## config.mk

```make
export PLATFORM = sky130hd
export DESIGN_NAME = mem_test_engine
export DESIGN_NICKNAME = d
export VERILOG_FILES = /design/src/hdl/afu_pkg.sv /design/src/hdl/mem_test_engine.sv
export SDC_FILE = /design/constraint.sdc
export NUM_CORES = 1
export LEC_CHECK = 0
export BUFFER_PORTS_ARGS = -buffer_cell sky130_fd_sc_hd__buf_2
export CORE_ASPECT_RATIO = 1.25
export CORE_UTILIZATION = 45
export CTS_CLUSTER_SIZE = 25
export DETAILED_ROUTE_END_ITERATION = 8
export PLACE_DENSITY = 0.8
export SETUP_SLACK_MARGIN = 0.1
export SYNTH_ARGS = -nofsm -noshare
export SYNTH_HDL_FRONTEND = slang
export SYNTH_SLANG_ARGS = --single-unit
```

## constraint.sdc

```tcl
create_clock -name clk -period 13.8 [get_ports clk]
set_input_delay 2.76 -clock clk [delete_from_list [all_inputs] [get_ports clk]]
set_output_delay 2.76 -clock clk [all_outputs]
set_load 0.02 [all_outputs]
```

## src/hdl/afu_pkg.sv

```systemverilog
// Local-memory test engine package
// Shared widths, MMIO register map, command codes, status layout
// and the engine state encoding

package afu_pkg;

    // ==============================
    // Widths and bank geometry
    // ==============================
    localparam int MEM_ADDR_W   = 10;
    localparam int MEM_DATA_W   = 64;
    localparam int MMIO_ADDR_W  = 4;
    // One extra bit so a full-bank range of 1024 fits
    localparam int WORD_COUNT_W = MEM_ADDR_W + 1;
    localparam int MEM_DEPTH    = 1 << MEM_ADDR_W;

    typedef logic [MEM_ADDR_W-1:0]   mem_addr_t;
    typedef logic [MEM_DATA_W-1:0]   mem_data_t;
    typedef logic [MMIO_ADDR_W-1:0]  mmio_addr_t;
    typedef logic [WORD_COUNT_W-1:0] word_count_t;

    // Bank read pipeline and read-return tracking
    localparam int MEM_READ_LATENCY = 2;
    localparam int RD_TAG_DEPTH     = 4;
    localparam int RD_TAG_PTR_W     = $clog2(RD_TAG_DEPTH);

    // ==============================
    // MMIO register map
    // ==============================
    localparam mmio_addr_t REG_ID        = 4'd0;
    localparam mmio_addr_t REG_SEED      = 4'd1;
    localparam mmio_addr_t REG_BASE      = 4'd2;
    localparam mmio_addr_t REG_COUNT     = 4'd3;
    localparam mmio_addr_t REG_CMD       = 4'd4;
    localparam mmio_addr_t REG_STATUS    = 4'd5;
    localparam mmio_addr_t REG_FIRST_ERR = 4'd6;
    localparam mmio_addr_t REG_WIN_ADDR  = 4'd7;
    localparam mmio_addr_t REG_WIN_DATA  = 4'd8;

    localparam mem_data_t AFU_ID_VALUE = 64'h4d45_4d54_4553_5431;

    // Command codes written to REG_CMD
    localparam mem_data_t CMD_FILL  = 64'd1;
    localparam mem_data_t CMD_CHECK = 64'd2;

    // Status word layout
    localparam int STATUS_BUSY_BIT = 0;
    localparam int STATUS_DONE_BIT = 1;
    localparam int STATUS_ERR_LSB  = 16;

    typedef enum logic [1:0] {
        ENG_IDLE,
        ENG_FILL,
        ENG_CHECK_ISSUE,
        ENG_CHECK_DRAIN
    } engine_state_t;

endpackage

```

## src/hdl/mem_test_engine.sv

```systemverilog
// Memory test engine
// Fill writes seed + address over a word range. Check reads the
// range back with several reads in flight, counts mismatches and
// keeps the lowest failing address.

`timescale 1ns/1ps

module mem_test_engine
(
    input  logic                 clk,
    input  logic                 rst_n,
    input  afu_pkg::mem_data_t   seed,
    input  afu_pkg::mem_addr_t   base,
    input  afu_pkg::word_count_t count,
    input  logic                 start_fill,
    input  logic                 start_check,
    output logic                 busy,
    output logic                 done,
    output afu_pkg::word_count_t err_count,
    output afu_pkg::mem_addr_t   first_err,

    output logic                 eng_read,
    output logic                 eng_write,
    output afu_pkg::mem_addr_t   eng_address,
    output afu_pkg::mem_data_t   eng_writedata,
    input  logic                 eng_waitrequest,
    input  logic                 eng_readdatavalid,
    input  afu_pkg::mem_data_t   eng_readdata
);

    afu_pkg::engine_state_t state;

    // Run parameters captured at start
    afu_pkg::mem_data_t   seed_q;
    afu_pkg::word_count_t count_q;

    // Issue side and return side run independently
    afu_pkg::word_count_t issue_cnt;
    afu_pkg::mem_addr_t   issue_addr;
    afu_pkg::word_count_t ret_cnt;
    afu_pkg::mem_addr_t   ret_addr;

    logic                 issue_last;
    logic                 ret_last;
    logic                 mismatch;

    assign busy = (state != afu_pkg::ENG_IDLE);

    assign eng_write     = (state == afu_pkg::ENG_FILL);
    assign eng_read      = (state == afu_pkg::ENG_CHECK_ISSUE);
    assign eng_address   = issue_addr;
    assign eng_writedata = seed_q + afu_pkg::mem_data_t'(issue_addr);

    assign issue_last = (issue_cnt == count_q - 1'b1);
    assign ret_last   = (ret_cnt == count_q - 1'b1);

    // Expected word for the returning address
    assign mismatch = (eng_readdata != seed_q + afu_pkg::mem_data_t'(ret_addr));

    always_ff @(posedge clk)
    begin
        if (!rst_n)
        begin
            state     <= afu_pkg::ENG_IDLE;
            done      <= 1'b0;
            err_count <= '0;
            first_err <= '0;
            issue_cnt <= '0;
            ret_cnt   <= '0;
        end
        else
        begin
            case (state)
                afu_pkg::ENG_IDLE:
                begin
                    if (start_fill || start_check)
                    begin
                        done       <= (count == '0);
                        err_count  <= '0;
                        first_err  <= '0;
                        issue_cnt  <= '0;
                        ret_cnt    <= '0;
                        issue_addr <= base;
                        ret_addr   <= base;
                        seed_q     <= seed;
                        count_q    <= count;
                        // Empty range finishes at once
                        if (count != '0)
                            state <= start_fill ? afu_pkg::ENG_FILL
                                                : afu_pkg::ENG_CHECK_ISSUE;
                    end
                end

                afu_pkg::ENG_FILL,
                afu_pkg::ENG_CHECK_ISSUE:
                begin
                    if (!eng_waitrequest)
                    begin
                        issue_cnt  <= issue_cnt + 1'b1;
                        issue_addr <= issue_addr + 1'b1;
                        if (issue_last && state == afu_pkg::ENG_FILL)
                        begin
                            state <= afu_pkg::ENG_IDLE;
                            done  <= 1'b1;
                        end
                        else if (issue_last)
                        begin
                            state <= afu_pkg::ENG_CHECK_DRAIN;
                        end
                    end
                end

                default:
                begin
                    // Drain waits for the remaining returns below
                end
            endcase

            // ==============================
            // Return side of a check
            // ==============================
            if (eng_readdatavalid)
            begin
                ret_cnt  <= ret_cnt + 1'b1;
                ret_addr <= ret_addr + 1'b1;
                if (mismatch)
                begin
                    err_count <= err_count + 1'b1;
                    if (err_count == '0 || ret_addr < first_err)
                        first_err <= ret_addr;
                end
                // Last compare always lands in drain
                if (ret_last)
                begin
                    state <= afu_pkg::ENG_IDLE;
                    done  <= 1'b1;
                end
            end
        end
    end

endmodule

```

### Yosys cells after proc, flatten, opt, wreduce, memory -nomap -nowiden

Index checks and enable logic that the tools add are counted.

| storage, ports and cells | value |
|---|---|
| register bits | 141 |
| ROM bits | 0 |
| bits of input ports | 155 |
| bits in latches | 0 |
| memory bits (writable) | 0 |
| memories | 0 |

| cells by class | value |
|---|---|
| eq/ne operators | 7 |
| add/subtract/negate cells | 8 |
| mux-type cells | 34 |
| magnitude comparators | 1 |
| bitwise gates (word level) | 0 |
| shifts and indexed selects | 0 |
| reductions and logical operators | 17 |
| $mul | 0 |
| divide/modulo/power cells | 0 |

Operators by type and width:

| cell | number |
|---|---|
| adder 64 x 10 -> 64 bit | 2 |
| two-way mux 10 bit | 9 |
| two-way mux 11 bit | 8 |
| inequality test 64 bit | 1 |
| adder 11 x 1 -> 11 bit (second input constant) | 3 |
| equality test 11 bit | 2 |
| logical NOT 11 bit | 2 |
| case mux 11 bit (2 select lines) | 1 |
| adder 10 x 1 -> 10 bit (second input constant) | 2 |
| case mux 10 bit (2 select lines) | 1 |
| two-way mux 2 bit | 8 |
| nonzero test 11 bit | 1 |
| subtractor 11 x 1 -> 11 bit (second input constant) | 1 |
| < comparator 10 bit | 1 |
| AND reduction 3 bit | 3 |
| nonzero test 2 bit | 4 |
| two-way mux 1 bit | 5 |
| inequality test 2 bit (second input constant) | 2 |
| case mux 2 bit (2 select lines) | 1 |
| AND reduction 4 bit | 1 |
| equality test 2 x 1 -> 1 bit (second input constant) | 1 |
| equality test 2 bit (second input constant) | 1 |
| logical NOT 2 bit | 1 |
| logical OR 1 bit | 2 |
| other kinds (4) | 4 |

### Depth between registers and ports, before layout

| logic depth | value |
|---|---|
| depth in word-level cells | 8 |
| depth in mapped cells | 14 |
| mapped depth without buffers | 13 |

### Least setup slack after synthesis

Ideal clock, no wire load.

| path | value |
|---|---|
| path type | input to register |
| start point | input port rst_n |
| end point | register count_q[0] (enable) |
| data required time | 13.291 ns |
| stages | 4 |
| arrival | 6.409 ns |
| path slack | 6.882 ns |
| path buffers | 2 |
| cells stage by stage | inv_1 > clkbuf_1 > buf_1 > nor2_1 |

| on the way | value |
|---|---|
| longest elaborated chain between the ends | 1 |

Ends and longest elaborated chain:

| element | RTL line | RTL |
|---|---|---|
| start, declared | mem_test_engine.sv:11 | `input logic rst_n,` |
| AND reduction 3 bit (no source line) | n/a |  |
| end signal, assigned | mem_test_engine.sv:86 | `count_q <= count;` |
| end, declared | mem_test_engine.sv:35 | `afu_pkg::word_count_t count_q;` |

No other way between the ends.
A chain may end at the register's enable or synchronous reset.

### Final worst setup path

| path | value |
|---|---|
| start point | register issue_addr[0], in the netlist eng_address[0] |
| end point | output port eng_writedata[48] |

| on the way | value |
|---|---|
| longest elaborated chain between the ends | 1 |

Ends and longest elaborated chain:

| element | RTL line | RTL |
|---|---|---|
| start, declared | mem_test_engine.sv:39 | `afu_pkg::mem_addr_t issue_addr;` |
| start signal, assigned | mem_test_engine.sv:83 | `issue_addr <= base;` |
| start signal, assigned | mem_test_engine.sv:100 | `issue_addr <= issue_addr + 1'b1;` |
| adder 64 x 10 -> 64 bit | mem_test_engine.sv:52 | `assign eng_writedata = seed_q + afu_pkg::mem_data_t'(issue_addr);` |
| end, declared | mem_test_engine.sv:25 | `output afu_pkg::mem_data_t eng_writedata,` |

No other way between the ends.

==> flow_summary.toml <==
[outcome]
status = "finished clean"

[logic_synthesis]
synthArstFlopShare_pct = 0
ys.flop_type = "edfxtp_1"
synth_area_mm2 = 0.0106
synth_top_area_share_pct = 26.9
synth.most_common_cell = "xnor2_1"
synth.area.top_cells = "edfxtp_1 27%, xnor2_1 9.7%, dfxtp_1 8.7%"
synth_nets = 1390
synth_top_area_cell = "edfxtp_1"
avgSynthCellArea_um2 = 8.89
netlist_top_cells_count = "117 x xnor2_1, 97 x nor2_1, 95 x edfxtp_1"
synth_cells = 1193
ys_ff_latch = 141
seq_area_frac_synth_pct = 35.6
synth-edff-count = 95
synth_warnings = 0
synth_cell_type_count = 81

[drt]
firstDrtPassIters = 7
totalWireLength_um = 36300
ant_nets = 0
via_per_inst = 5.97
dr.first_iter.drc_count = 840
drc_errors = 0
dr_total_vias = 10200
post_drt_wl_per_cell_um = 21.2

[timing]
slew_violations = 0
final-setup-viol-count = 0
slew_headroom_pct = 26.3
max_clock_freq_ghz = 0.144
finClkSkew_ns = 0.0114
worstMarginPinSlew_ns = 1.11
grt_setup_unrepaired = "no"
hold_viol = 0
finalCritPeriodShare_pct = 50.4
fin_setup_tns_ns = 0
min_period_ns = 6.96

[clock_tree]
clkLatencyLatePin_ns = 0.44
post_cts_resized = 0
postCtsSetupRepairBufs = 0
clk_pin_slew_ns = 0.08
cts.path.max_buffers = 2
htree_levels = 4
clkSinkCount = 141
cts_buffers = 17
clockRootBuffer = "clkbuf_16"
cts_tree = "yes"
cts_hold_buffers = 0

[global_route]
overflow = 0
grt_max_degree = 65
grt_pass1_wl_um = 55300
track_usage_pct = 30.0
grt_pass1_vias = 10100
antenna_found_initial = 2

[die]
io_pins = 254
core_region_area_mm2 = 0.0230
rows = 62
die_x_um = 139
fp.dieH_um = 174
die-area_mm2 = 0.0242
start_util_pct = 46.0

[worst_hold_path]
hold_class = "register to register"

[power]
power_density_mw_per_mm2 = 111
p_leak_uw = 0.00490
fin_total_pwr_uw = 1400
ir_drop_v = 0.0000818

[critical_path]
critical_path_class = "register to output pin"
crit_path_frequent_cell = "o21ai_0"
arrival_ns = 4.20
path_max_fanout = 8
crit_chain = "ha_1 > inv_1 > fa_1 > nor2b_1 > o21ai_0 > a21boi_0 > o21ai_0 > a21boi_0 > o21a_1 > o21ai_0 > a21oi_1 > nand4_1 > xnor2_1 > buf_2"
critPathMaxStageDelay_ns = 0.87
critPathRequiredTime_ns = 11.04
crit_path_end_kind = "output pin"
cp_slowest_cell = "a21oi_1"
start_kind = "register"

[placed_design]
numPortBuffers = 253
finalWeightedCongestion = 1.04
hpwlAfterDp_um = 28100

[finish]
nFillCells = 2029
drive_gt1_share_pct = 22.9
seqCellArea_mm2 = 0.00377
multiInputGateArea_mm2 = 0.00644
areaGrowthSynthToFinish_pct = 19.3
final_nets = 1607

[run]
cap_violations = 0
where the power goes:
group / total, uW / switching (uW) / internal (uW)
registers: 540 / 49.2 / 491
logic: 377 / 234 / 143
clock network: 481 / 234 / 247
metal layers:
metal  routed length, um  track usage, %  up-vias  part of all wire [%]
li1                    -               -     4801                     -
met1               13400            32.8     4781                    37
met2               17900            52.3      507                    49
met3                2850            6.66      135                   7.9
met4                2150            19.3        4                   5.9
met5                  25               0        -                 0.069
flip-flops by register name, summed over array words and instances (netlist names):
name / count
err_count: 11
state: 2
seed_q: 64
issue_cnt: 11
count_q: 11
eng_address: 10
done: 1
first_err: 10
ret_cnt: 11
ret_addr: 10
per-stage QoR:
stage | cells | setup WS (ns) | hold WS, ns | instance area [um^2] | util (%)
5_1_grt | 1711 | 6.59 | 0.518 | 12600 | 54.9
6_report | 1712 | 6.84 | 0.500 | 12600 | 54.9
2_1_floorplan | 1193 | 6.88 | 0.479 | 10600 | -
3_5_place_dp | 1679 | 7.21 | 0.487 | 12000 | 52.2
3_3_place_gp | 1679 | 7.28 | 0.471 | 12000 | 52.2
4_1_cts | 1711 | 6.88 | 0.498 | 12600 | 54.9
worst paths after layout:
kind	start	to	slack, ns	depth (start not counted)
worst max-delay path	eng_address[0]	eng_writedata[48]	6.84	14
worst min register to register	first_err[5]	first_err[5]	0.50	2
worst min-delay path	first_err[5]	first_err[5]	0.50	2
worst max register to register	ret_addr[8]	first_err[7]	8.46	11
worst max-delay path: cells and delay by family, from the launching register on:
kind / cells / cell delay (ns)
flip-flops: 1 / 0.42
AND/OR/NAND/NOR: 2 / 0.36
XOR/XNOR: 1 / 0.19
adder cells (fa/ha/maj): 2 / 0.59
buffers and inverters: 2 / 0.23
AO/OA/AOI/OAI: 7 / 1.93
cells by family (layout without fill, tap and decap cells):
kind of cell	count (synthesis)	after routing	synth area share, %
other	0	1	0
AND/OR/NAND/NOR	487	487	24.2
AO/OA/AOI/OAI	207	207	13.1
XOR/XNOR	191	191	15.8
buffers and inverters	100	330	3.75
adder cells (fa/ha/maj)	42	42	5.10
multiplexers	25	25	2.49
flip-flops	141	141	35.6
final cells by class:
cell class	count	share of cell area, %
Clock inverter	15	1.45
Inverter	38	1.13
Clock buffer	17	3.36
Tap cell	288	2.85
Antenna cell	1	0.0198
Timing Repair Buffer	260	10.4
Multi-Input combinational cell	952	50.9
Sequential cell	141	29.8
layout by cell type, fill, tap and decap left out, types with 38 or more instances in the layout:
cell	count
nand4_1	54
nand2_1	94
a21oi_1	65
ha_1	40
inv_1	38
nor2_1	96
dfxtp_1	46
xor2_1	74
nand3_1	66
xnor2_1	117
buf_2	253
edfxtp_1	95
No activity file was read; power rests on OpenSTA's default activity.
