**config.mk**
```make
export PLATFORM = sky130hd
export DESIGN_NAME = mmio_csr
export DESIGN_NICKNAME = d
export VERILOG_FILES = /design/src/hdl/afu_pkg.sv /design/src/hdl/mmio_csr.sv
export SDC_FILE = /design/constraint.sdc
export NUM_CORES = 1
export LEC_CHECK = 0
export BUFFER_PORTS_ARGS = -buffer_cell sky130_fd_sc_hd__clkbuf_2
export CAP_MARGIN = 20
export CELL_PAD_IN_SITES_DETAIL_PLACEMENT = 1
export CELL_PAD_IN_SITES_GLOBAL_PLACEMENT = 2
export CORE_MARGIN = 2
export CORE_UTILIZATION = 31
export DETAILED_ROUTE_END_ITERATION = 7
export HOLD_SLACK_MARGIN = 0.1
export PLACE_DENSITY = 0.84
export SYNTH_ARGS = -nofsm -noshare
export SYNTH_HDL_FRONTEND = slang
export SYNTH_SLANG_ARGS = --single-unit
```
**constraint.sdc**
```tcl
create_clock -name clk -period 6.11 [get_ports clk]
set_input_delay 0.3055 -clock clk [delete_from_list [all_inputs] [get_ports clk]]
set_output_delay 0.3055 -clock clk [all_outputs]
set_load 0.05 [all_outputs]
```
**src/hdl/afu_pkg.sv**
```systemverilog
// Local-memory test engine package
// Shared widths, MMIO register map, command codes, status layout
// and the engine state encoding

package afu_pkg;

    // ==============================
    // Widths and bank geometry
    // ==============================
    localparam int MEM_ADDR_W   = 10;
    localparam int MEM_DATA_W   = 64;
    localparam int MMIO_ADDR_W  = 4;
    // One extra bit so a full-bank range of 1024 fits
    localparam int WORD_COUNT_W = MEM_ADDR_W + 1;
    localparam int MEM_DEPTH    = 1 << MEM_ADDR_W;

    typedef logic [MEM_ADDR_W-1:0]   mem_addr_t;
    typedef logic [MEM_DATA_W-1:0]   mem_data_t;
    typedef logic [MMIO_ADDR_W-1:0]  mmio_addr_t;
    typedef logic [WORD_COUNT_W-1:0] word_count_t;

    // Bank read pipeline and read-return tracking
    localparam int MEM_READ_LATENCY = 2;
    localparam int RD_TAG_DEPTH     = 4;
    localparam int RD_TAG_PTR_W     = $clog2(RD_TAG_DEPTH);

    // ==============================
    // MMIO register map
    // ==============================
    localparam mmio_addr_t REG_ID        = 4'd0;
    localparam mmio_addr_t REG_SEED      = 4'd1;
    localparam mmio_addr_t REG_BASE      = 4'd2;
    localparam mmio_addr_t REG_COUNT     = 4'd3;
    localparam mmio_addr_t REG_CMD       = 4'd4;
    localparam mmio_addr_t REG_STATUS    = 4'd5;
    localparam mmio_addr_t REG_FIRST_ERR = 4'd6;
    localparam mmio_addr_t REG_WIN_ADDR  = 4'd7;
    localparam mmio_addr_t REG_WIN_DATA  = 4'd8;

    localparam mem_data_t AFU_ID_VALUE = 64'h4d45_4d54_4553_5431;

    // Command codes written to REG_CMD
    localparam mem_data_t CMD_FILL  = 64'd1;
    localparam mem_data_t CMD_CHECK = 64'd2;

    // Status word layout
    localparam int STATUS_BUSY_BIT = 0;
    localparam int STATUS_DONE_BIT = 1;
    localparam int STATUS_ERR_LSB  = 16;

    typedef enum logic [1:0] {
        ENG_IDLE,
        ENG_FILL,
        ENG_CHECK_ISSUE,
        ENG_CHECK_DRAIN
    } engine_state_t;

endpackage

```
**src/hdl/mmio_csr.sv**
```systemverilog
// MMIO register block
// Configuration registers, command launch to the test engine,
// status readback, and a window for single-word bank access

`timescale 1ns/1ps

module mmio_csr
(
    input  logic                 clk,
    input  logic                 rst_n,
    input  logic                 mmio_write,
    input  logic                 mmio_read,
    input  afu_pkg::mmio_addr_t  mmio_address,
    input  afu_pkg::mem_data_t   mmio_writedata,
    output afu_pkg::mem_data_t   mmio_readdata,
    output logic                 mmio_readdatavalid,

    output afu_pkg::mem_data_t   seed,
    output afu_pkg::mem_addr_t   base,
    output afu_pkg::word_count_t count,
    output logic                 start_fill,
    output logic                 start_check,
    input  logic                 busy,
    input  logic                 done,
    input  afu_pkg::word_count_t err_count,
    input  afu_pkg::mem_addr_t   first_err,

    output logic                 win_read,
    output logic                 win_write,
    output afu_pkg::mem_addr_t   win_address,
    output afu_pkg::mem_data_t   win_writedata,
    input  logic                 win_waitrequest,
    input  logic                 win_readdatavalid,
    input  afu_pkg::mem_data_t   win_readdata
);

    afu_pkg::mem_addr_t win_addr_q;
    afu_pkg::mem_data_t status;
    afu_pkg::mem_data_t reg_rdata;
    logic               start_pend;
    logic               win_data_wr;
    logic               win_data_rd;

    assign start_pend  = start_fill | start_check;
    assign win_data_wr = mmio_write && (mmio_address == afu_pkg::REG_WIN_DATA);
    assign win_data_rd = mmio_read && (mmio_address == afu_pkg::REG_WIN_DATA);

    // A launched command already counts as busy in the status word
    always_comb
    begin
        status = '0;
        status[afu_pkg::STATUS_BUSY_BIT] = busy | start_pend;
        status[afu_pkg::STATUS_DONE_BIT] = done & ~start_pend;
        status[afu_pkg::STATUS_ERR_LSB +: $bits(afu_pkg::word_count_t)] = err_count;
    end

    always_comb
    begin
        case (mmio_address)
            afu_pkg::REG_ID:        reg_rdata = afu_pkg::AFU_ID_VALUE;
            afu_pkg::REG_SEED:      reg_rdata = seed;
            afu_pkg::REG_BASE:      reg_rdata = afu_pkg::mem_data_t'(base);
            afu_pkg::REG_COUNT:     reg_rdata = afu_pkg::mem_data_t'(count);
            afu_pkg::REG_STATUS:    reg_rdata = status;
            afu_pkg::REG_FIRST_ERR: reg_rdata = afu_pkg::mem_data_t'(first_err);
            afu_pkg::REG_WIN_ADDR:  reg_rdata = afu_pkg::mem_data_t'(win_addr_q);
            default:                reg_rdata = '0;
        endcase
    end

    // ==============================
    // Control registers
    // ==============================
    always_ff @(posedge clk)
    begin
        if (!rst_n)
        begin
            seed               <= '0;
            base               <= '0;
            count              <= '0;
            win_addr_q         <= '0;
            start_fill         <= 1'b0;
            start_check        <= 1'b0;
            win_read           <= 1'b0;
            win_write          <= 1'b0;
            mmio_readdatavalid <= 1'b0;
        end
        else
        begin
            start_fill  <= 1'b0;
            start_check <= 1'b0;

            // Window command leaves once the arbiter takes it
            if (!win_waitrequest)
            begin
                win_read  <= 1'b0;
                win_write <= 1'b0;
            end

            if (mmio_write)
            begin
                case (mmio_address)
                    afu_pkg::REG_SEED:     seed       <= mmio_writedata;
                    afu_pkg::REG_BASE:     base       <= afu_pkg::mem_addr_t'(mmio_writedata);
                    afu_pkg::REG_COUNT:    count      <= afu_pkg::word_count_t'(mmio_writedata);
                    afu_pkg::REG_WIN_ADDR: win_addr_q <= afu_pkg::mem_addr_t'(mmio_writedata);
                    afu_pkg::REG_WIN_DATA: win_write  <= 1'b1;
                    afu_pkg::REG_CMD:
                    begin
                        // Commands during a run are dropped
                        if (!busy && !start_pend)
                        begin
                            start_fill  <= (mmio_writedata == afu_pkg::CMD_FILL);
                            start_check <= (mmio_writedata == afu_pkg::CMD_CHECK);
                        end
                    end
                    default:
                    begin
                    end
                endcase
            end

            if (win_data_rd)
                win_read <= 1'b1;

            // Register reads answer next cycle, window reads on return
            mmio_readdatavalid <= (mmio_read && !win_data_rd) || win_readdatavalid;
        end
    end

    // Payload registers
    always_ff @(posedge clk)
    begin
        if (win_data_wr || win_data_rd)
            win_address <= win_addr_q;
        if (win_data_wr)
            win_writedata <= mmio_writedata;

        if (win_readdatavalid)
            mmio_readdata <= win_readdata;
        else if (mmio_read)
            mmio_readdata <= reg_rdata;
    end

endmodule

```
== Word-level counts from Yosys, hierarchy flattened ==
Index checks and enable logic that the tools add are counted.
Storage, ports and cells
  word-level logic and storage cells: 51
  register bits: 238
  output and inout port bits: 228
Cells by class
  reduce and logical (&&, ||, !) cells: 16
  bitwise operators: 4
  mux-type cells: 8
  eq/ne operators: 11
Operator list (number)
  case mux 64 bit (7 select lines): 1
  2-to-1 mux 64 bit: 2
  equality test 64 x 1 -> 1 bit (second input constant): 1
  equality test 64 x 2 -> 1 bit (second input constant): 1
  equality test 4 x 3 -> 1 bit (second input constant): 4
  equality test 4 x 2 -> 1 bit (second input constant): 2
  AND reduction 2 bit: 4
  2-to-1 mux 1 bit: 5
  equality test 4 x 1 -> 1 bit (second input constant): 1
  equality test 4 bit (second input constant): 1
  logical AND 1 bit: 4
  logical NOT 4 bit: 1
  AND reduction 4 bit: 1
  logical NOT 1 bit: 3
  logical OR 1 bit: 2
  inequality test 2 x 1 -> 1 bit (second input constant): 1
  OR 1 bit: 2
  nonzero test 2 bit: 1
  bitwise AND 1 bit: 1
  NOT 1 bit: 1

== Logic depth before layout (Yosys ltp) ==
  depth in word-level cells: 6
  depth in mapped cells: 6

== Worst setup path after synthesis ==
No wires, ideal clock.
  path type: input-to-reg
  start point: input mmio_address[1]
  end point: register win_writedata[0], enable pin
  stages on the path: 3
  arrival time: 2550 ps
  path slack: 3131 ps
  setup time: 429 ps
  data required time: 5681 ps
  path through: buf_2 nor4b_1 and2_1
Between the ends
  longest elaborated chain between the ends: 2
RTL lines
  start: declaration: RTL line mmio_csr.sv:13  | input afu_pkg::mmio_addr_t mmio_address,
  equality test 4 bit: RTL line mmio_csr.sv:45  | assign win_data_wr = mmio_write && (mmio_address == afu_pkg::REG_WIN_DATA);
  logical AND 1 bit: RTL line mmio_csr.sv:45
  via win_data_wr: RTL line mmio_csr.sv:41  | logic win_data_wr;
  end signal: assignment: RTL line mmio_csr.sv:137  | win_writedata <= mmio_writedata;
  end: declaration: RTL line mmio_csr.sv:31  | output afu_pkg::mem_data_t win_writedata,
The timed path passes the listed nets, and every way through them passes these cells.
A chain may end at the register's enable or synchronous reset.

== Worst setup path after layout ==
  start point: input mmio_address[1]
  end point: register seed[43]
Between the ends
  longest elaborated chain between the ends: 2
RTL lines
  equality test 4 x 1 -> 1 bit: RTL line mmio_csr.sv:102  | case (mmio_address)
  AND reduction 2 bit (no source line)
  end signal: assignment: RTL line mmio_csr.sv:103  | afu_pkg::REG_SEED: seed <= mmio_writedata;
  end: declaration: RTL line mmio_csr.sv:18  | output afu_pkg::mem_data_t seed,
Every way passes these cells.

==> impl_metrics.env <==
export IMPL_synth_cells=857
export IMPL_drive_gt1_share_pct=33.2
export IMPL_synth_top_cells_by_area="edfxtp_1 (44%), dfxtp_1 (21%), nand2_1 (10%), a21boi_0 (7.6%), o21ai_0 (3.0%)"
export IMPL_rsz0062_at_grt="no"
export IMPL_die_area_mm2=0.0317
export IMPL_synth_largest_area_cell="edfxtp_1"
export IMPL_start_util_pct=31.6
export IMPL_io_pins=389
export IMPL_post_cts_setup_buffers=0
export IMPL_cts_resized=0
export IMPL_die_w_um=178
export IMPL_top_layer_used="met4"
export IMPL_maxSlewHeadroom_pct=28.1
export IMPL_drc_errors=0
export IMPL_hold_depth=3
export IMPL_synth_area_per_cell_um2=11.0
export IMPL_avgViaCountPerCell=5.02
export IMPL_powerDensity_mw_per_mm2=284
export IMPL_grt_ovfl_total=0
export IMPL_ys_types=39
export IMPL_die_h_um=178
export IMPL_fin_area_mm2=0.0137
export IMPL_hpwl_mm=24.9
export IMPL_layout_commonest_cell="clkbuf_2"
export IMPL_clkTransAtPathRegs_ns=0.06
export IMPL_met3WireLength_mm=2.47
export IMPL_ys_ff_latch=238
export IMPL_min_period_over_period_pct=38.5
export IMPL_clock_fmax_mhz=425
export IMPL_grtUsageTotal_pct=23.1
export IMPL_drt_iter0_drc=591
export IMPL_synth_area_mm2=0.00939
export IMPL_antenna_found_initial=2
export IMPL_skew_ns=0.0150
export IMPL_cap_viol_max_count=0
export IMPL_post_route_min_period_ns=2.35
export IMPL_slew_viol_final=0
export IMPL_p_leak_uw=0.00548
export IMPL_h_tree_depth=1
export IMPL_rr_worst_depth=4
export IMPL_crit_required_ns=6.56
export IMPL_synth_nets=1018
export IMPL_coreArea_mm2=0.0297
export IMPL_regToRegStartpoint="start_fill"
export IMPL_rows=63
export IMPL_r2r_end="mmio_readdata[0]"
export IMPL_postPlaceCellArea_mm2=0.0117
export IMPL_worstPathMaxFanout=54
export IMPL_peakVddDrop_uv=159
export IMPL_first_pass_iters=5
export IMPL_final_nets=1495
export IMPL_cts_tree="done"
export IMPL_routedLengthMet1_mm=14.9
export IMPL_clockBufferDepth=3
export IMPL_ant_nets=0
export IMPL_hold_violations=0
export IMPL_synth_edff_count=138
export IMPL_min_delay_worst_endpoint="win_read"
export IMPL_root_buffer="clkbuf_16"
export IMPL_setup_tns_ns=0
export IMPL_arrival_ns=2.81
export IMPL_mostFrequentLayoutCells="clkbuf_2 (386), nand2_1 (249), edfxtp_1 (138)"
export IMPL_holdBufCountCts=115
export IMPL_cp_start_kind="input port"
export IMPL_gp_congestion=0.792
export IMPL_utilization_pct=46.0
export IMPL_ys_seq_area_share_pct=65.4
export IMPL_hold_path_class="in2reg"
export IMPL_vias=8763
export IMPL_synth_top_area_share_pct=44.1
export IMPL_postRouteWirelength_mm=37.6
export IMPL_r2r_slack_ns=4.62
export IMPL_hold_start="mmio_read"
export IMPL_yosys_warnings=0
export IMPL_cts_sinks=238
export IMPL_async_flop_share_pct=0
export IMPL_clk_latency_ns=0.53
export IMPL_worstMarginPinSlew_ns=1.08
export IMPL_port_buffers=388
export IMPL_wl_met2_mm=18.9
export IMPL_drt_wirelength_per_cell_um=21.5
export IMPL_setup_viol=0
export IMPL_grt_pass1_vias=9113
export IMPL_status="completed"
export IMPL_grt_start_max_net_pins=66
export IMPL_area_growth_pct=45.5
export IMPL_cts_buffers=26
export IMPL_critical_path_class="in2reg"
export IMPL_synthFlopType="edfxtp_1"
export IMPL_fillers=3407
export IMPL_cp_end_kind="register"
export IMPL_grt_pass1_wl_mm=55.2
-- worst max-delay path by stage --
stage | from | endpoint | slack (ns) | depth (start not counted)
floorplan | mmio_address[1] | win_writedata[0] | 3.13 | 3
global placement | mmio_address[1] | seed[59] | 3.34 | 7
detailed placement | mmio_address[1] | seed[37] | 3.19 | 7
CTS | mmio_address[1] | seed[37] | 3.75 | 7
global route | mmio_address[1] | seed[52] | 3.53 | 7
finish | mmio_address[1] | seed[43] | 3.76 | 7
-- cells in the mapped netlist, drive strengths merged, types with 3 or more instances --
cell type / number
nor2: 3
nand4: 4
a21o: 8
a21boi: 96
buf: 25
nor3: 3
dfxtp: 100
nand3: 33
a22oi: 18
a221oi: 7
nor2b: 4
o21ai: 57
nor4b: 7
a222oi: 4
edfxtp: 138
a21oi: 23
clkbuf: 37
nor4: 17
a31oi: 5
nand2: 250
-- area by class of cell --
type,count,area (um^2),area share (%)
Sequential cell,238,6150,45.0
Timing Repair Buffer,511,3160,23.1
Multi-Input combinational cell,555,3010,22.0
Clock buffer,39,781,5.71
Tap cell,390,488,3.57
Clock inverter,9,73.8,0.540
Inverter,2,7.51,0.0549
Antenna cell,2,5.00,0.0366
-- per-layer routing --
layer  vias to the layer above  GRT usage (%)
met4                         0           8.47
met1                      4281           27.4
met3                        81           4.20
met5                         -              0
met2                       372           41.4
li1                       4029              -
-- flip-flops by register name, indices dropped and copies added, names as in the netlist --
signal / count
win_address: 10
win_addr_q: 10
start_check: 1
mmio_readdata: 64
start_fill: 1
seed: 64
win_write: 1
win_writedata: 64
base: 10
win_read: 1
count: 11
mmio_readdatavalid: 1
-- through the flow --
| stage | total power (uW) | std cells | setup WS (ns) | hold slack (ns) |
|---|---|---|---|---|
| after detailed placement | 2280 | 1581 | 3.19 | 0.447 |
| after global routing | 4010 | 1746 | 3.53 | 0.102 |
| after global placement | 2270 | 1581 | 3.34 | 0.448 |
| after floorplan | 2100 | 857 | 3.13 | 0.377 |
| final | 3880 | 1746 | 3.76 | 0.113 |
| after CTS | 3920 | 1744 | 3.75 | 0.101 |
-- critical path, cell delays in order --
cell      delay [ns]
clkbuf_2        0.25
nor4b_2         0.39
buf_4           0.52
and2_2          0.37
buf_4           0.54
nand2_1         0.14
a21boi_0        0.20
-- power by group --
part	switching [uW]	total [uW]	internal, uW
Clock	654	1580	922
Combinational	371	525	154
Sequential	21.9	1780	1760
Total	1050	3880	2830
-- cell families (layout without fill, tap and decap cells) --
logic type	Yosys count	after routing	synth area share (%)
simple gates	330	330	15.5
flops	238	238	65.4
compound gates	223	223	15.9
buf+inv	64	561	2.92
mux	2	2	0.213
other cells	0	2	0
Note: power is estimated with default switching activity, not from simulation.
