==> src/hdl/afu_pkg.sv <==
// Local-memory test engine package
// Shared widths, MMIO register map, command codes, status layout
// and the engine state encoding

package afu_pkg;

    // ==============================
    // Widths and bank geometry
    // ==============================
    localparam int MEM_ADDR_W   = 10;
    localparam int MEM_DATA_W   = 64;
    localparam int MMIO_ADDR_W  = 4;
    // One extra bit so a full-bank range of 1024 fits
    localparam int WORD_COUNT_W = MEM_ADDR_W + 1;
    localparam int MEM_DEPTH    = 1 << MEM_ADDR_W;

    typedef logic [MEM_ADDR_W-1:0]   mem_addr_t;
    typedef logic [MEM_DATA_W-1:0]   mem_data_t;
    typedef logic [MMIO_ADDR_W-1:0]  mmio_addr_t;
    typedef logic [WORD_COUNT_W-1:0] word_count_t;

    // Bank read pipeline and read-return tracking
    localparam int MEM_READ_LATENCY = 2;
    localparam int RD_TAG_DEPTH     = 4;
    localparam int RD_TAG_PTR_W     = $clog2(RD_TAG_DEPTH);

    // ==============================
    // MMIO register map
    // ==============================
    localparam mmio_addr_t REG_ID        = 4'd0;
    localparam mmio_addr_t REG_SEED      = 4'd1;
    localparam mmio_addr_t REG_BASE      = 4'd2;
    localparam mmio_addr_t REG_COUNT     = 4'd3;
    localparam mmio_addr_t REG_CMD       = 4'd4;
    localparam mmio_addr_t REG_STATUS    = 4'd5;
    localparam mmio_addr_t REG_FIRST_ERR = 4'd6;
    localparam mmio_addr_t REG_WIN_ADDR  = 4'd7;
    localparam mmio_addr_t REG_WIN_DATA  = 4'd8;

    localparam mem_data_t AFU_ID_VALUE = 64'h4d45_4d54_4553_5431;

    // Command codes written to REG_CMD
    localparam mem_data_t CMD_FILL  = 64'd1;
    localparam mem_data_t CMD_CHECK = 64'd2;

    // Status word layout
    localparam int STATUS_BUSY_BIT = 0;
    localparam int STATUS_DONE_BIT = 1;
    localparam int STATUS_ERR_LSB  = 16;

    typedef enum logic [1:0] {
        ENG_IDLE,
        ENG_FILL,
        ENG_CHECK_ISSUE,
        ENG_CHECK_DRAIN
    } engine_state_t;

endpackage

==> src/hdl/bank_arbiter.sv <==
// Bank arbiter
// Round-robin arbitration of the MMIO window and the test engine
// onto one bank port. A small owner queue steers read returns
// back to the master that issued each read.

`timescale 1ns/1ps

module bank_arbiter
(
    input  logic               clk,
    input  logic               rst_n,

    // MMIO window master
    input  logic               win_read,
    input  logic               win_write,
    input  afu_pkg::mem_addr_t win_address,
    input  afu_pkg::mem_data_t win_writedata,
    output logic               win_waitrequest,
    output logic               win_readdatavalid,
    output afu_pkg::mem_data_t win_readdata,

    // Test engine master
    input  logic               eng_read,
    input  logic               eng_write,
    input  afu_pkg::mem_addr_t eng_address,
    input  afu_pkg::mem_data_t eng_writedata,
    output logic               eng_waitrequest,
    output logic               eng_readdatavalid,
    output afu_pkg::mem_data_t eng_readdata,

    // Bank port
    output logic               mem_read,
    output logic               mem_write,
    output afu_pkg::mem_addr_t mem_address,
    output afu_pkg::mem_data_t mem_writedata,
    input  logic               mem_readdatavalid,
    input  afu_pkg::mem_data_t mem_readdata
);

    localparam int PW = afu_pkg::RD_TAG_PTR_W;

    // Owner queue where 1 marks an engine read
    logic               owner_q [afu_pkg::RD_TAG_DEPTH];
    logic [PW-1:0]      q_wr_ptr;
    logic [PW-1:0]      q_rd_ptr;
    logic [PW:0]        q_count;
    logic               q_full;
    logic               last_eng;
    logic               win_elig;
    logic               eng_elig;
    logic               grant_win;
    logic               grant_eng;

    assign q_full = (q_count == (PW+1)'(afu_pkg::RD_TAG_DEPTH));

    // Writes need no queue slot, reads do
    assign win_elig = win_write | (win_read & ~q_full);
    assign eng_elig = eng_write | (eng_read & ~q_full);

    // On contention the loser of the last round wins
    assign grant_eng = eng_elig & (~win_elig | ~last_eng);
    assign grant_win = win_elig & ~grant_eng;

    assign win_waitrequest = ~grant_win;
    assign eng_waitrequest = ~grant_eng;

    // ==============================
    // Command mux without a register stage
    // ==============================
    assign mem_read      = (grant_win & win_read)  | (grant_eng & eng_read);
    assign mem_write     = (grant_win & win_write) | (grant_eng & eng_write);
    assign mem_address   = grant_eng ? eng_address   : win_address;
    assign mem_writedata = grant_eng ? eng_writedata : win_writedata;

    // Returns come back in issue order so the queue head owns them
    assign win_readdatavalid = mem_readdatavalid & ~owner_q[q_rd_ptr];
    assign eng_readdatavalid = mem_readdatavalid &  owner_q[q_rd_ptr];
    assign win_readdata      = mem_readdata;
    assign eng_readdata      = mem_readdata;

    always_ff @(posedge clk)
    begin
        if (mem_read)
        begin
            owner_q[q_wr_ptr] <= grant_eng;
        end
    end

    always_ff @(posedge clk)
    begin
        if (!rst_n)
        begin
            q_wr_ptr <= '0;
            q_rd_ptr <= '0;
            q_count  <= '0;
            last_eng <= 1'b0;
        end
        else
        begin
            if (grant_win || grant_eng)
                last_eng <= grant_eng;
            if (mem_read)
                q_wr_ptr <= q_wr_ptr + 1'b1;
            if (mem_readdatavalid)
                q_rd_ptr <= q_rd_ptr + 1'b1;
            case ({mem_read, mem_readdatavalid})
                2'b10:   q_count <= q_count + 1'b1;
                2'b01:   q_count <= q_count - 1'b1;
                default: q_count <= q_count;
            endcase
        end
    end

endmodule

==> config.mk <==
export PLATFORM = sky130hd
export DESIGN_NAME = bank_arbiter
export DESIGN_NICKNAME = d
export VERILOG_FILES = /design/src/hdl/afu_pkg.sv /design/src/hdl/bank_arbiter.sv
export SDC_FILE = /design/constraint.sdc
export NUM_CORES = 1
export LEC_CHECK = 0
export BUFFER_PORTS_ARGS = -buffer_cell sky130_fd_sc_hd__clkbuf_2
export CORE_AREA = 2 2 165 167
export CTS_CLUSTER_SIZE = 10
export DETAILED_ROUTE_END_ITERATION = 8
export DIE_AREA = 0 0 167 169
export HOLD_SLACK_MARGIN = 0.05
export RECOVER_POWER = 100
export SLEW_MARGIN = 40
export SYNTH_ARGS = -nofsm -noshare
export SYNTH_HDL_FRONTEND = slang
export SYNTH_SLANG_ARGS = --single-unit
==> constraint.sdc <==
create_clock -name clk -period 2.7 [get_ports clk]
set_input_delay 0.54 -clock clk [delete_from_list [all_inputs] [get_ports clk]]
set_output_delay 0.54 -clock clk [all_outputs]
set_load 0.02 [all_outputs]
== Yosys cells after proc, flatten, opt, wreduce, memory -nomap -nowiden ==
Memories as Yosys holds them, arrays and structs flattened. A register that Yosys moved wholly into a read port is not among the register bits.
Cells that the tools add are included.

* Word-level logic and storage cells: 42
* Output and inout bits: 208
* Input bits: 219
* Register bits after elaboration: 8
* RAM bits: 4
* Memories: 1

* Bitwise operators: 21
* Reduce and logical (&&, ||, !) cells: 2
* Add/subtract/negate cells: 4
* Multiplexer cells: 7
* Eq/ne operators: 3

{| class="wikitable"
|+ Memory list
! name !! words !! bits a word !! read ports !! clocked after memory_dff !! wr ports !! line !! text
|-
| owner_q || 4 || 1 || 1 || 1 || 1 || bank_arbiter.sv:43 || <nowiki>logic owner_q [afu_pkg::RD_TAG_DEPTH];</nowiki>
|}

{| class="wikitable"
|+ Operator list
! cell !! number
|-
| 64-bit two-way mux || 1
|-
| 1-bit bitwise AND || 10
|-
| 10-bit two-way mux || 1
|-
| 1-bit inverter || 6
|-
| 3-bit case mux with 2 select lines || 1
|-
| 1-bit OR || 5
|-
| 2-bit by 1-bit adder with 2-bit output (second input constant) || 2
|-
| 2-bit two-way mux || 2
|-
| 3-bit by 1-bit adder with 3-bit output (second input constant) || 1
|-
| 3-bit == test (second input constant) || 1
|-
| 3-bit by 1-bit subtractor with 3-bit output (second input constant) || 1
|-
| 2-bit by 1-bit == test with 1-bit output (second input constant) || 1
|-
| 2-bit == test (second input constant) || 1
|-
| 1-bit two-way mux || 2
|-
| 2-bit nonzero test || 1
|-
| 1-bit logical OR || 1
|}

== Longest topological paths before layout ==
Gate-level depths: netlist (run 1).

* Word-level depth: 13
* Depth in mapped cells: 9

== Worst setup path after synthesis (run 1) ==
No wires, ideal clock.

* Path kind: reg-to-reg
* From: register q_count[0]
* To: register q_count[2]
* Cell stages (with the launch flop): 10
* Path buffers: 0
* Data required time: 2624 ps
* Slack: 12 ps
* Data arrival time: 2613 ps
* Cell sequence: dfxtp_1 or3b_1 o21ai_0 a221oi_2 inv_1 ha_1 fa_1 xnor2_1 or3_1 a21boi_0

* Word-level cells in the longest chain between the ends: 13

{| class="wikitable"
|+ Ends and longest elaborated chain
! element !! line !! text
|-
| from (decl) || bank_arbiter.sv:46 || <nowiki>logic [PW:0] q_count;</nowiki>
|-
| from (signal assigned) || bank_arbiter.sv:107 || <nowiki>2'b10: q_count <= q_count + 1'b1;</nowiki>
|-
| from (signal assigned) || bank_arbiter.sv:108 || <nowiki>2'b01: q_count <= q_count - 1'b1;</nowiki>
|-
| from (signal assigned) || bank_arbiter.sv:109 || <nowiki>default: q_count <= q_count;</nowiki>
|-
| 3-bit == test * || bank_arbiter.sv:54 || <nowiki>assign q_full = (q_count == (PW+1)'(afu_pkg::RD_TAG_DEPTH));</nowiki>
|-
| 1-bit inverter * || bank_arbiter.sv:57, bank_arbiter.sv:58 ||
|-
| 1-bit bitwise AND || bank_arbiter.sv:57 || <nowiki>assign win_elig = win_write | (win_read & ~q_full);</nowiki>
|-
| 1-bit OR || bank_arbiter.sv:57 ||
|-
| 1-bit inverter || bank_arbiter.sv:61 || <nowiki>assign grant_eng = eng_elig & (~win_elig | ~last_eng);</nowiki>
|-
| 1-bit OR || bank_arbiter.sv:61 ||
|-
| 1-bit bitwise AND || bank_arbiter.sv:61 ||
|-
| 1-bit inverter || bank_arbiter.sv:62 || <nowiki>assign grant_win = win_elig & ~grant_eng;</nowiki>
|-
| 1-bit bitwise AND || bank_arbiter.sv:62 ||
|-
| 1-bit bitwise AND || bank_arbiter.sv:70 || <nowiki>assign mem_read = (grant_win & win_read) | (grant_eng & eng_read);</nowiki>
|-
| 1-bit OR * || bank_arbiter.sv:70 ||
|-
| via mem_read || bank_arbiter.sv:32 || <nowiki>output logic mem_read,</nowiki>
|-
| 2-bit by 1-bit == test with 1-bit output / 2-bit == test (equally long branches) || bank_arbiter.sv:106 || <nowiki>case ({mem_read, mem_readdatavalid})</nowiki>
|-
| 3-bit case mux with 2 select lines / 2-bit nonzero test (equally long branches) || - ||
|}

The timed path passes the listed nets; every way through them passes the cells marked *.
A chain may end at the register's enable or synchronous reset.

== Worst setup path after layout (run 1) ==
* From: register q_count[0]
* To: output port mem_writedata[18]

* Word-level cells in the longest chain between the ends: 8

{| class="wikitable"
|+ Ends and longest elaborated chain
! element !! line !! text
|-
| 3-bit == test * || bank_arbiter.sv:54 ||
|-
| 1-bit inverter * || bank_arbiter.sv:57, bank_arbiter.sv:58 ||
|-
| 1-bit bitwise AND || bank_arbiter.sv:57 ||
|-
| 1-bit OR || bank_arbiter.sv:57 ||
|-
| 1-bit inverter || bank_arbiter.sv:61 ||
|-
| 1-bit OR || bank_arbiter.sv:61 ||
|-
| 1-bit bitwise AND * || bank_arbiter.sv:61 ||
|-
| 64-bit two-way mux * || bank_arbiter.sv:73 || <nowiki>assign mem_writedata = grant_eng ? eng_writedata : win_writedata;</nowiki>
|-
| to (decl) || bank_arbiter.sv:35 || <nowiki>output afu_pkg::mem_data_t mem_writedata,</nowiki>
|}

Every way passes the cells marked *; elsewhere a longest branch is shown, timed or not.

==> results of run 1 <==
[final cells by class]
| class | count | area (um2) |
|---|---|---|
| Timing Repair Buffer | 259 | 1920 |
| Sequential cell | 14 | 324 |
| Inverter | 5 | 18.8 |
| Clock buffer | 4 | 88.8 |
| Multi-Input combinational cell | 122 | 1360 |
| Tap cell | 341 | 427 |
| Fill cell | 2994 | 22400 |
[cells by family after synthesis]
logic type | synth area share
AO/OA/AOI/OAI | 0.0299
XOR/XNOR | 0.0135
adder cells (fa/ha/maj) | 0.0318
buffers and inverters | 0.408
flip-flops | 0.123
multiplexers | 0.345
AND/OR/NAND/NOR | 0.0491
[cells in the mapped netlist, drive strengths merged]
library cell	instances	share of area
buf	136	0.40
mux2	74	0.32
and2	10	0.024
dfxtp	10	0.077
ha	5	0.024
inv	5	0.0072
nand2	5	0.0072
edfxtp	4	0.046
mux2i	4	0.015
o21ai	4	0.0077
a21oi	3	0.0072
xnor2	3	0.010
clkbuf	2	0.0029
nor2b	2	0.0048
a21boi	1	0.0029
a21o	1	0.0029
a221oi	1	0.0058
a41oi	1	0.0034
fa	1	0.0077
mux4	1	0.0087
nand3b	1	0.0029
nor2	1	0.0014
nor3b	1	0.0029
or3	1	0.0024
or3b	1	0.0034
xor2	1	0.0034
[worst max-delay path by stage]
stage / slack [ns] / depth (start not counted) / endpoint
4_1_cts: -0.12 / 9 / mem_writedata[18]
3_3_place_gp: 0.06 / 6 / mem_writedata[57]
3_5_place_dp: 0.03 / 6 / mem_writedata[57]
5_1_grt: -0.18 / 8 / mem_address[4]
6_report: -0.10 / 9 / mem_writedata[18]
2_1_floorplan: 0.01 / 9 / q_count[2]
[metal layers]
| layer | wire (um) | GRT usage | vias up |
|---|---|---|---|
| li1 | - | - | 1057 |
| met1 | 3640 | 0.0664 | 1020 |
| met2 | 5170 | 0.108 | 247 |
| met3 | 1730 | 0.0486 | 23 |
| met4 | 152 | 0.0135 | 2 |
| met5 | 12 | 0.00870 | - |
[through the flow]
stage / hold slack [ns] / area (um2)
finish: 0.478 / 4140
global route: 0.515 / 4140
CTS: 0.485 / 3940
detailed placement: 0.483 / 3210
global placement: 0.479 / 3210
floorplan: 0.459 / 2600
[worst reg2reg max path: cells and delay by family (launching register included)]
family          cells  cell delay (ns)
fa+ha+maj           2             0.64
compound gates      3             0.58
simple gates        2             0.56
flops               1             0.31
buf+inv             2             0.20
xor+xnor            1             0.14
[power by group]
part           leakage [nW]  switching, mW  total (mW)  internal (mW)
clock                0.0442         0.0834       0.308          0.224
combinational          1.91          0.561        1.26          0.699
sequential            0.120         0.0185       0.269          0.251
[repair_timing]
action	4_1_cts	5_1_grt
resized for setup	94	89
pin swaps	3	0
setup buffers	11	2
gates cloned	6	3
setup endpoints to repair	74	74
hold buffers	0	0
==> impl_metrics.toml, run 1 <==
[clocking]
cts_root_buf = "clkbuf_16"
cts_buffers = 3
cts_tree = "yes"
clk_latency_ns = 0.24
cts.htree.levels = 1
clock-sinks = 14
cts_buffer_depth = 2
clkTransAtPathRegs_ns = 0.05

[grt]
grt_overflow_total = 0
grt_pass1_vias = 2344
grt_use_total = 0.0655
grt_pass1_wl_um = 14000
grt_max_degree = 22
antenna_found_initial = 1

[power]
peakVddDrop_mv = 0.267
p_leak_nw = 2.07
power_mw = 1.84
power_density_nw_per_um2 = 443

[sta]
min_period_ns = 2.80
final_max_slew_viol_count = 0
tightest_slew_ns = 0.319
rsz0062_at_grt = "yes"
skew_ns = 0.00157
setup-violations-final = 68
fin_crit_sh = 1.04
hold_viol = 0
maxSlewHeadroom = 0.787
fin_ws_ns = -0.103
fin_setup_tns_ns = -4.29
max_freq_mhz = 357

[final_layout]
final_util = 0.156
final_common_cell = "clkbuf_2"
drive_gt1_frac = 0.790
final_nets = 630
area_delta_synth_final_pct = 59.5
antenna_cells = 0
final_cells = 745
mostFrequentLayoutCells = "clkbuf_2 (170), mux2_4 (34), buf_2 (29)"

[worst_setup_path]
crit_path_max_fanout = 5
cp-start-kind = "flop"
path_cells = "or3b_4 > a21o_1 > a21oi_4 > buf_12 > buf_12 > buf_12 > buf_16 > mux2_4 > buf_8"
startpoint = "q_count[0]"
r2r_slack_ns = 0.20
slowest_stage = "or3b_4"
max_stage_delay_ns = 0.41
worstPathArrival_ns = 2.26
r2r_start = "q_count[2]"
cpMostUsedCell = "buf_12"
criticalPathCategory = "flop to output pin"
end_kind = "output pin"
crit_family = "buffers and inverters"
rr_endpoint = "q_count[2]"
r2r_cells = 10
crit_required_ns = 2.16
path_buf_inv = 5

[hold_path]
min_from = "q_count[2]"
min_path_type = "flop to flop"
whs_path_depth = 2
min_to = "q_count[2]"

[place]
gp_congestion = 0.668
dpl.hpwl_um = 7540
port_buffers = 234
post-place-cells = 719
dp_slack_ns = 0.0310

[floorplanning]
die_area_um2 = 28200
core_area_um2 = 26500
num_io_pins = 427
initial_core_util = 0.0980
dieHeight_um = 169
dieWidth_um = 167
rows = 60

[synthesis]
syn_area_um2 = 2600
netlist_instances = 279
synth_cell_type_count = 30
syn-num-nets = 504
seq_area_frac_synth = 0.123
yosys_register_bits = 14
avgSynthCellArea_um2 = 9.31
synth-warning-count = 0

[drt]
routed_wl_um = 10700
drt_iter0_drc = 40
drc = 0
ant_nets = 0
vias_per_cell = 3.15
num_vias = 2349
detail_route.wl_per_cell_um = 14.4
drtPass1Iterations = 4

[run]
cap_violations = 0

[run_status]
outcome = "complete, but fails checks"
violations = "negative setup slack"
Note: power is estimated with default switching activity, not from simulation.
==> run 2: changes to the inputs <==
- CELL_PAD_IN_SITES_DETAIL_PLACEMENT: not set -> 1
- CELL_PAD_IN_SITES_GLOBAL_PLACEMENT: not set -> 1
- PLACE_DENSITY_LB_ADDON: not set -> 0.1
==> run 2 against run 1 <==
Effect of this change:
- the flow still finishes with violations (negative setup slack)
- critical path depth up 1
- via count is 1.7% lower
- worst hold slack improved by 0.023 ns
- total power shrank 6.2%
- cell area is 4.3% lower
- wire length is 7.8% higher
- maximum frequency decreased by 0.30%
- clock skew up 0.0036 ns
- register-to-register slack lost 0.12 ns
- global-route usage is 0.85 points higher
- clock-buffer cell count did not move
- first-iteration DRC count down 33%
- critical endpoint is now mem_writedata[33]
==> impl_metrics.toml, run 2 (synthesis gave the netlist of run 1 again) <==
[run_status]
outcome = "complete, but fails checks"
violations = "negative setup slack"

[grt]
antenna_found_initial = 0
grt_use_total = 0.0740
grt_overflow_total = 0
grt_pass1_vias = 2468
grt_pass1_wl_um = 15600
grt_max_degree = 13

[power]
power_mw = 1.72
p_switching_uw = 636
p_int_mw = 1.09
peakVddDrop_mv = 0.186
p_comb_frac = 0.679
p_leak_nw = 2.00
clkPwrFrac = 0.165
switching_share = 0.370
power_density_nw_per_um2 = 435
p_seq_frac = 0.157

[place]
port_buffers = 234
dp_slack_ns = 0.00406
placed_area_um2 = 3260
dpl.hpwl_um = 9210
gp_congestion = 0.714

[worst_setup_path]
crit_path_max_fanout = 7
crit_required_ns = 2.16
path_cells = "or3b_4 > buf_6 > a21oi_2 > buf_4 > a21oi_4 > buf_8 > buf_12 > clkbuf_16 > mux2_4 > clkbuf_8"
end_kind = "output pin"
r2r_slack_ns = 0.08
worstPathArrival_ns = 2.27
max_stage_delay_ns = 0.40
criticalPathCategory = "flop to output pin"
slowest_stage = "or3b_4"
cp-start-kind = "flop"

[floorplanning]
initial_core_util = 0.0980
num_io_pins = 427
core_area_um2 = 26500
dieWidth_um = 167
dieHeight_um = 169
die_area_um2 = 28200
rows = 60

[clocking]
cts_buffer_depth = 2
clock-sinks = 14
cts_buffers = 3
cts.htree.levels = 1
cts_root_buf = "clkbuf_16"
clk_latency_ns = 0.24
cts_tree = "yes"
cts_hold_buf = 0
clkTransAtPathRegs_ns = 0.05

[final_layout]
multi_input_area_um2 = 1330
area_delta_synth_final_pct = 52.6
final_common_cell = "clkbuf_2"
antenna_cells = 0
final_nets = 631
drive_gt1_frac = 0.788
fillerInstances = 3139
final_util = 0.150
final-seq-area_um2 = 323
final_area_um2 = 3960
mostFrequentLayoutCells = "clkbuf_2 (200), mux2_2 (29), mux2_4 (25)"

[sta]
hold_ws_ns = 0.501
min_period_ns = 2.81
hold_viol = 0
fin_crit_sh = 1.04
max_freq_mhz = 356
maxSlewHeadroom = 0.767
fin_ws_ns = -0.112
skew_ns = 0.00521
tightest_slew_ns = 0.349
final_max_slew_viol_count = 0
rsz0062_at_grt = "yes"
setup-violations-final = 45

[drt]
met3_length_um = 1380
num_vias = 2310
wl_met2_um = 5310
routed_wl_um = 11500
top_layer_used = "met4"
wl_met1_um = 4640
drc = 0
detail_route.wl_per_cell_um = 15.5
drt_iter0_drc = 27
vias_per_cell = 3.10
ant_nets = 0
drtPass1Iterations = 4

[hold_path]
min_path_type = "flop to flop"

[run]
cap_violations = 0
-- run 2: cell count changes in the layout (fill, tap and decap cells not counted), sizes merged --
cell and change:
bufbuf +4, clkbuf +54, buf -57
-- run 2: cell type report --
type | count | share of cell area
Inverter | 5 | 0.00474
Multi-Input combinational cell | 122 | 0.335
Tap cell | 341 | 0.108
Timing Repair Buffer | 260 | 0.451
Sequential cell | 14 | 0.0815
Clock buffer | 4 | 0.0199
-- run 2: what timing repair did --
item,4_1_cts,5_1_grt
resized for setup,79,22
setup endpoints to repair,74,75
pin swaps,3,2
buffers inserted,9,2
cloned,6,1
-- run 2: final timing paths --
path,startpoint,cells after the start,endpoint
min,q_wr_ptr[1],2,q_wr_ptr[1]
min reg2reg,q_wr_ptr[1],2,q_wr_ptr[1]
max,q_count[1],10,mem_writedata[33]
max reg2reg,q_count[2],12,q_count[2]
-- run 2: metal layers --
layer  global-route usage  vias to the layer above
li1                     -                     1058
met1               0.0910                     1019
met2                0.117                      205
met3               0.0355                       28
met4               0.0157                        0
met5                    0                        -
-- run 2: stage by stage --
| stage | std cells | TNS (ns) |
|---|---|---|
| finish | 746 | -3.98 |
| global route | 746 | -10.16 |
| CTS | 743 | -6.34 |
| detailed placement | 724 | 0 |
| global placement | 724 | 0 |
| floorplan | 279 | 0 |
-- run 2: worst max-delay path, delay by kind of cell (launching register included) --
family	cells	cell delay [ns]
AO/OA/AOI/OAI	2	0.14
buffers and inverters	6	0.88
flip-flops	1	0.31
multiplexers	1	0.30
AND/OR/NAND/NOR	1	0.40
-- run 2: power groups by stage --
stage / combinational [mW] / sequential (mW) / clock [mW]
5_1_grt: 1.26 / 0.274 / 0.307
4_1_cts: 1.17 / 0.270 / 0.294
2_1_floorplan: 0.811 / 0.268 / 0
3_5_place_dp: 0.883 / 0.274 / 0
6_report: 1.17 / 0.270 / 0.283
3_3_place_gp: 0.885 / 0.274 / 0
==> run 3: changes to the inputs <==
- ABC_AREA: not set -> 1
- CORE_AREA: 2 2 165 167 -> 2 2 166 168
- DIE_AREA: 0 0 167 169 -> 0 0 168 170
==> run 3 against run 2 <==
Effect of this change:
- register-to-register slack gained 0.25 ns
- sequential power down 1%
- area after synthesis up 1.2%
- largest cell class unchanged
- first-iteration DRC count rose by 48%
- the run now ends clean
- sequential cell count unchanged
- sequential share of layout area grew 1.5 points
- via count increased by 25%
- final cell count is 20% higher
- utilization down 2.5 points
- die area is 1.2% higher
- setup slack gained 0.44 ns
- critical path type is now flop to flop
==> impl_metrics.toml, run 3 <==
[floorplanning]
dieHeight_um = 170
dieWidth_um = 168
core_area_um2 = 26700
die_area_um2 = 28600
rows = 60
num_io_pins = 427
initial_core_util = 0.0986

[final_layout]
drive_gt1_frac = 0.451
final-seq-area_um2 = 320
antenna_cells = 0
mostFrequentLayoutCells = "nand2_1 (234), clkbuf_2 (233), inv_1 (16)"
final_nets = 778
fillerInstances = 3362
area_delta_synth_final_pct = 26.3
multi_input_area_um2 = 1170
final_area_um2 = 3320
final_common_cell = "nand2_1"

[place]
placed_area_um2 = 3230
gp_congestion = 0.721
port_buffers = 234
dpl.hpwl_um = 11100

[clocking]
clock-sinks = 14
clk_latency_ns = 0.24
clkTransAtPathRegs_ns = 0.05
cts.htree.levels = 1
cts_root_buf = "clkbuf_16"
cts_tree = "yes"
cts_buffer_depth = 2
cts_buffers = 3

[worst_setup_path]
max_stage_delay_ns = 0.40
end_kind = "flop"
r2r_slack_ns = 0.33
r2r_cells = 14
cp-start-kind = "flop"
crit_path_max_fanout = 5
cpMostUsedCell = "nand2_2"
r2r_start = "q_count[0]"
worstPathArrival_ns = 2.54
slowest_stage = "fa_1"
path_cells = "nor2_1 > nand2_1 > nand2_1 > nand2_2 > a21oi_2 > nand2_2 > nand2_2 > inv_2 > ha_1 > fa_1 > a21oi_1 > o21a_1 > o21ai_0 > a21oi_1"
rr_endpoint = "q_count[2]"
crit_required_ns = 2.87
criticalPathCategory = "flop to flop"

[power]
power_density_nw_per_um2 = 475
p_leak_nw = 2.05
peakVddDrop_mv = 0.129

[synthesis]
synth_top_area_cell = "buf_4"
yosys-top-cells-count = "nand2_1 (235), buf_4 (128), inv_1 (16), a21oi_1 (11), nor2_1 (11)"
seq_area_frac_synth = 0.122
synth_edf_count = 4
avgSynthCellArea_um2 = 5.79
syn_area_um2 = 2630
postSynth.asyncResetShare = 0
yosysMostFrequentCell = "nand2_1"
netlist_instances = 454
synth_top_cell_area_share = 0.366
ys.flop_type = "dfxtp_1"
yosys_register_bits = 14
syn-num-nets = 679
synth_area_leaders = "buf_4 (37%), nand2_1 (34%), dfxtp_1 (7.6%)"
synth_cell_type_count = 20
synth-warning-count = 0

[sta]
hold_viol = 0
fin_crit_sh = 0.877
min_period_ns = 2.37
final_max_slew_viol_count = 0
rsz0062_at_grt = "no"
tightest_slew_ns = 0.241
setup-violations-final = 0
max_freq_mhz = 422
skew_ns = 0.00259
maxSlewHeadroom = 0.838
fin_setup_tns_ns = 0

[drt]
vias_per_cell = 3.23
drt_iter0_drc = 40
ant_nets = 0
detail_route.wl_per_cell_um = 14.1
drtPass1Iterations = 4
routed_wl_um = 12600
drc = 0
num_vias = 2885

[run]
cap_violations = 0

[hold_path]
whs_path_depth = 1
min_path_type = "flop to flop"
min_from = "q_count[2]"
min_to = "q_count[2]"

[run_status]
outcome = "complete, no violations"

[grt]
grt_use_total = 0.0809
grt_overflow_total = 0
grt_pass1_vias = 3082
grt_max_degree = 41
antenna_found_initial = 0
grt_pass1_wl_um = 18200
run 3: critical path, delay by kind of cell, from the launching register on:
family                     cells  cell delay (ns)
AOI/OAI and AO/OA              5             0.70
DFF                            1             0.34
adders and majority gates      2             0.64
buffers and inverters          1             0.06
and+or+nand+nor                6             0.56
run 3: logic make-up after synthesis:
| logic type | count (synthesis) | share of synthesized area |
|---|---|---|
| AO/OA/AOI/OAI | 17 | 0.0347 |
| XOR/XNOR | 2 | 0.00666 |
| adder cells (fa/ha/maj) | 6 | 0.0314 |
| buffers and inverters | 162 | 0.437 |
| flip-flops | 14 | 0.122 |
| AND/OR/NAND/NOR | 253 | 0.368 |
run 3: cell type report:
class,instances,area share
repair buffers,238,0.377
multi-input cells,278,0.351
well taps,341,0.129
flip-flops and latches,14,0.0965
clock buffers,4,0.0268
inverters,18,0.0204
run 3: routing by layer:
layer  wire length, um  track usage
met1              4570       0.0854
met2              6710        0.159
met3              1160       0.0265
met4               120      0.00983
met5                 0            0
run 3: worst max path at each step:
| stage | from | end | cells after the start |
|---|---|---|---|
| finish | q_count[0] | q_count[2] | 14 |
| global route | q_count[1] | q_count[2] | 14 |
| CTS | q_count[0] | q_count[2] | 14 |
| detailed placement | eng_read | q_count[2] | 13 |
| global placement | eng_write | q_count[2] | 13 |
| floorplan | eng_write | q_count[2] | 12 |
run 3: repair_timing:
action | 4_1_cts | 5_1_grt
endpoints found under the setup margin | 0 | 1
resized for setup | 0 | 2
hold buffers | 0 | 0
setup buffers | 0 | 0
run 3: power by group:
part	total (mW)	internal [mW]	switching, mW
clock network	0.308	0.224	0.0833
registers	0.266	0.246	0.0201
logic	1.00	0.352	0.652
total	1.58	0.822	0.756
run 3: stage by stage:
step	setup slack, ns	util	instances	power (mW)	hold slack (ns)
after global routing	0.000242	0.125	893	1.73	0.497
after detailed placement	0.121	0.121	889	1.31	0.450
after CTS	0.205	0.124	893	1.62	0.462
after global placement	0.178	0.121	889	1.31	0.451
after floorplan	0.414	-	454	1.15	0.422
final	0.332	0.125	893	1.58	0.467
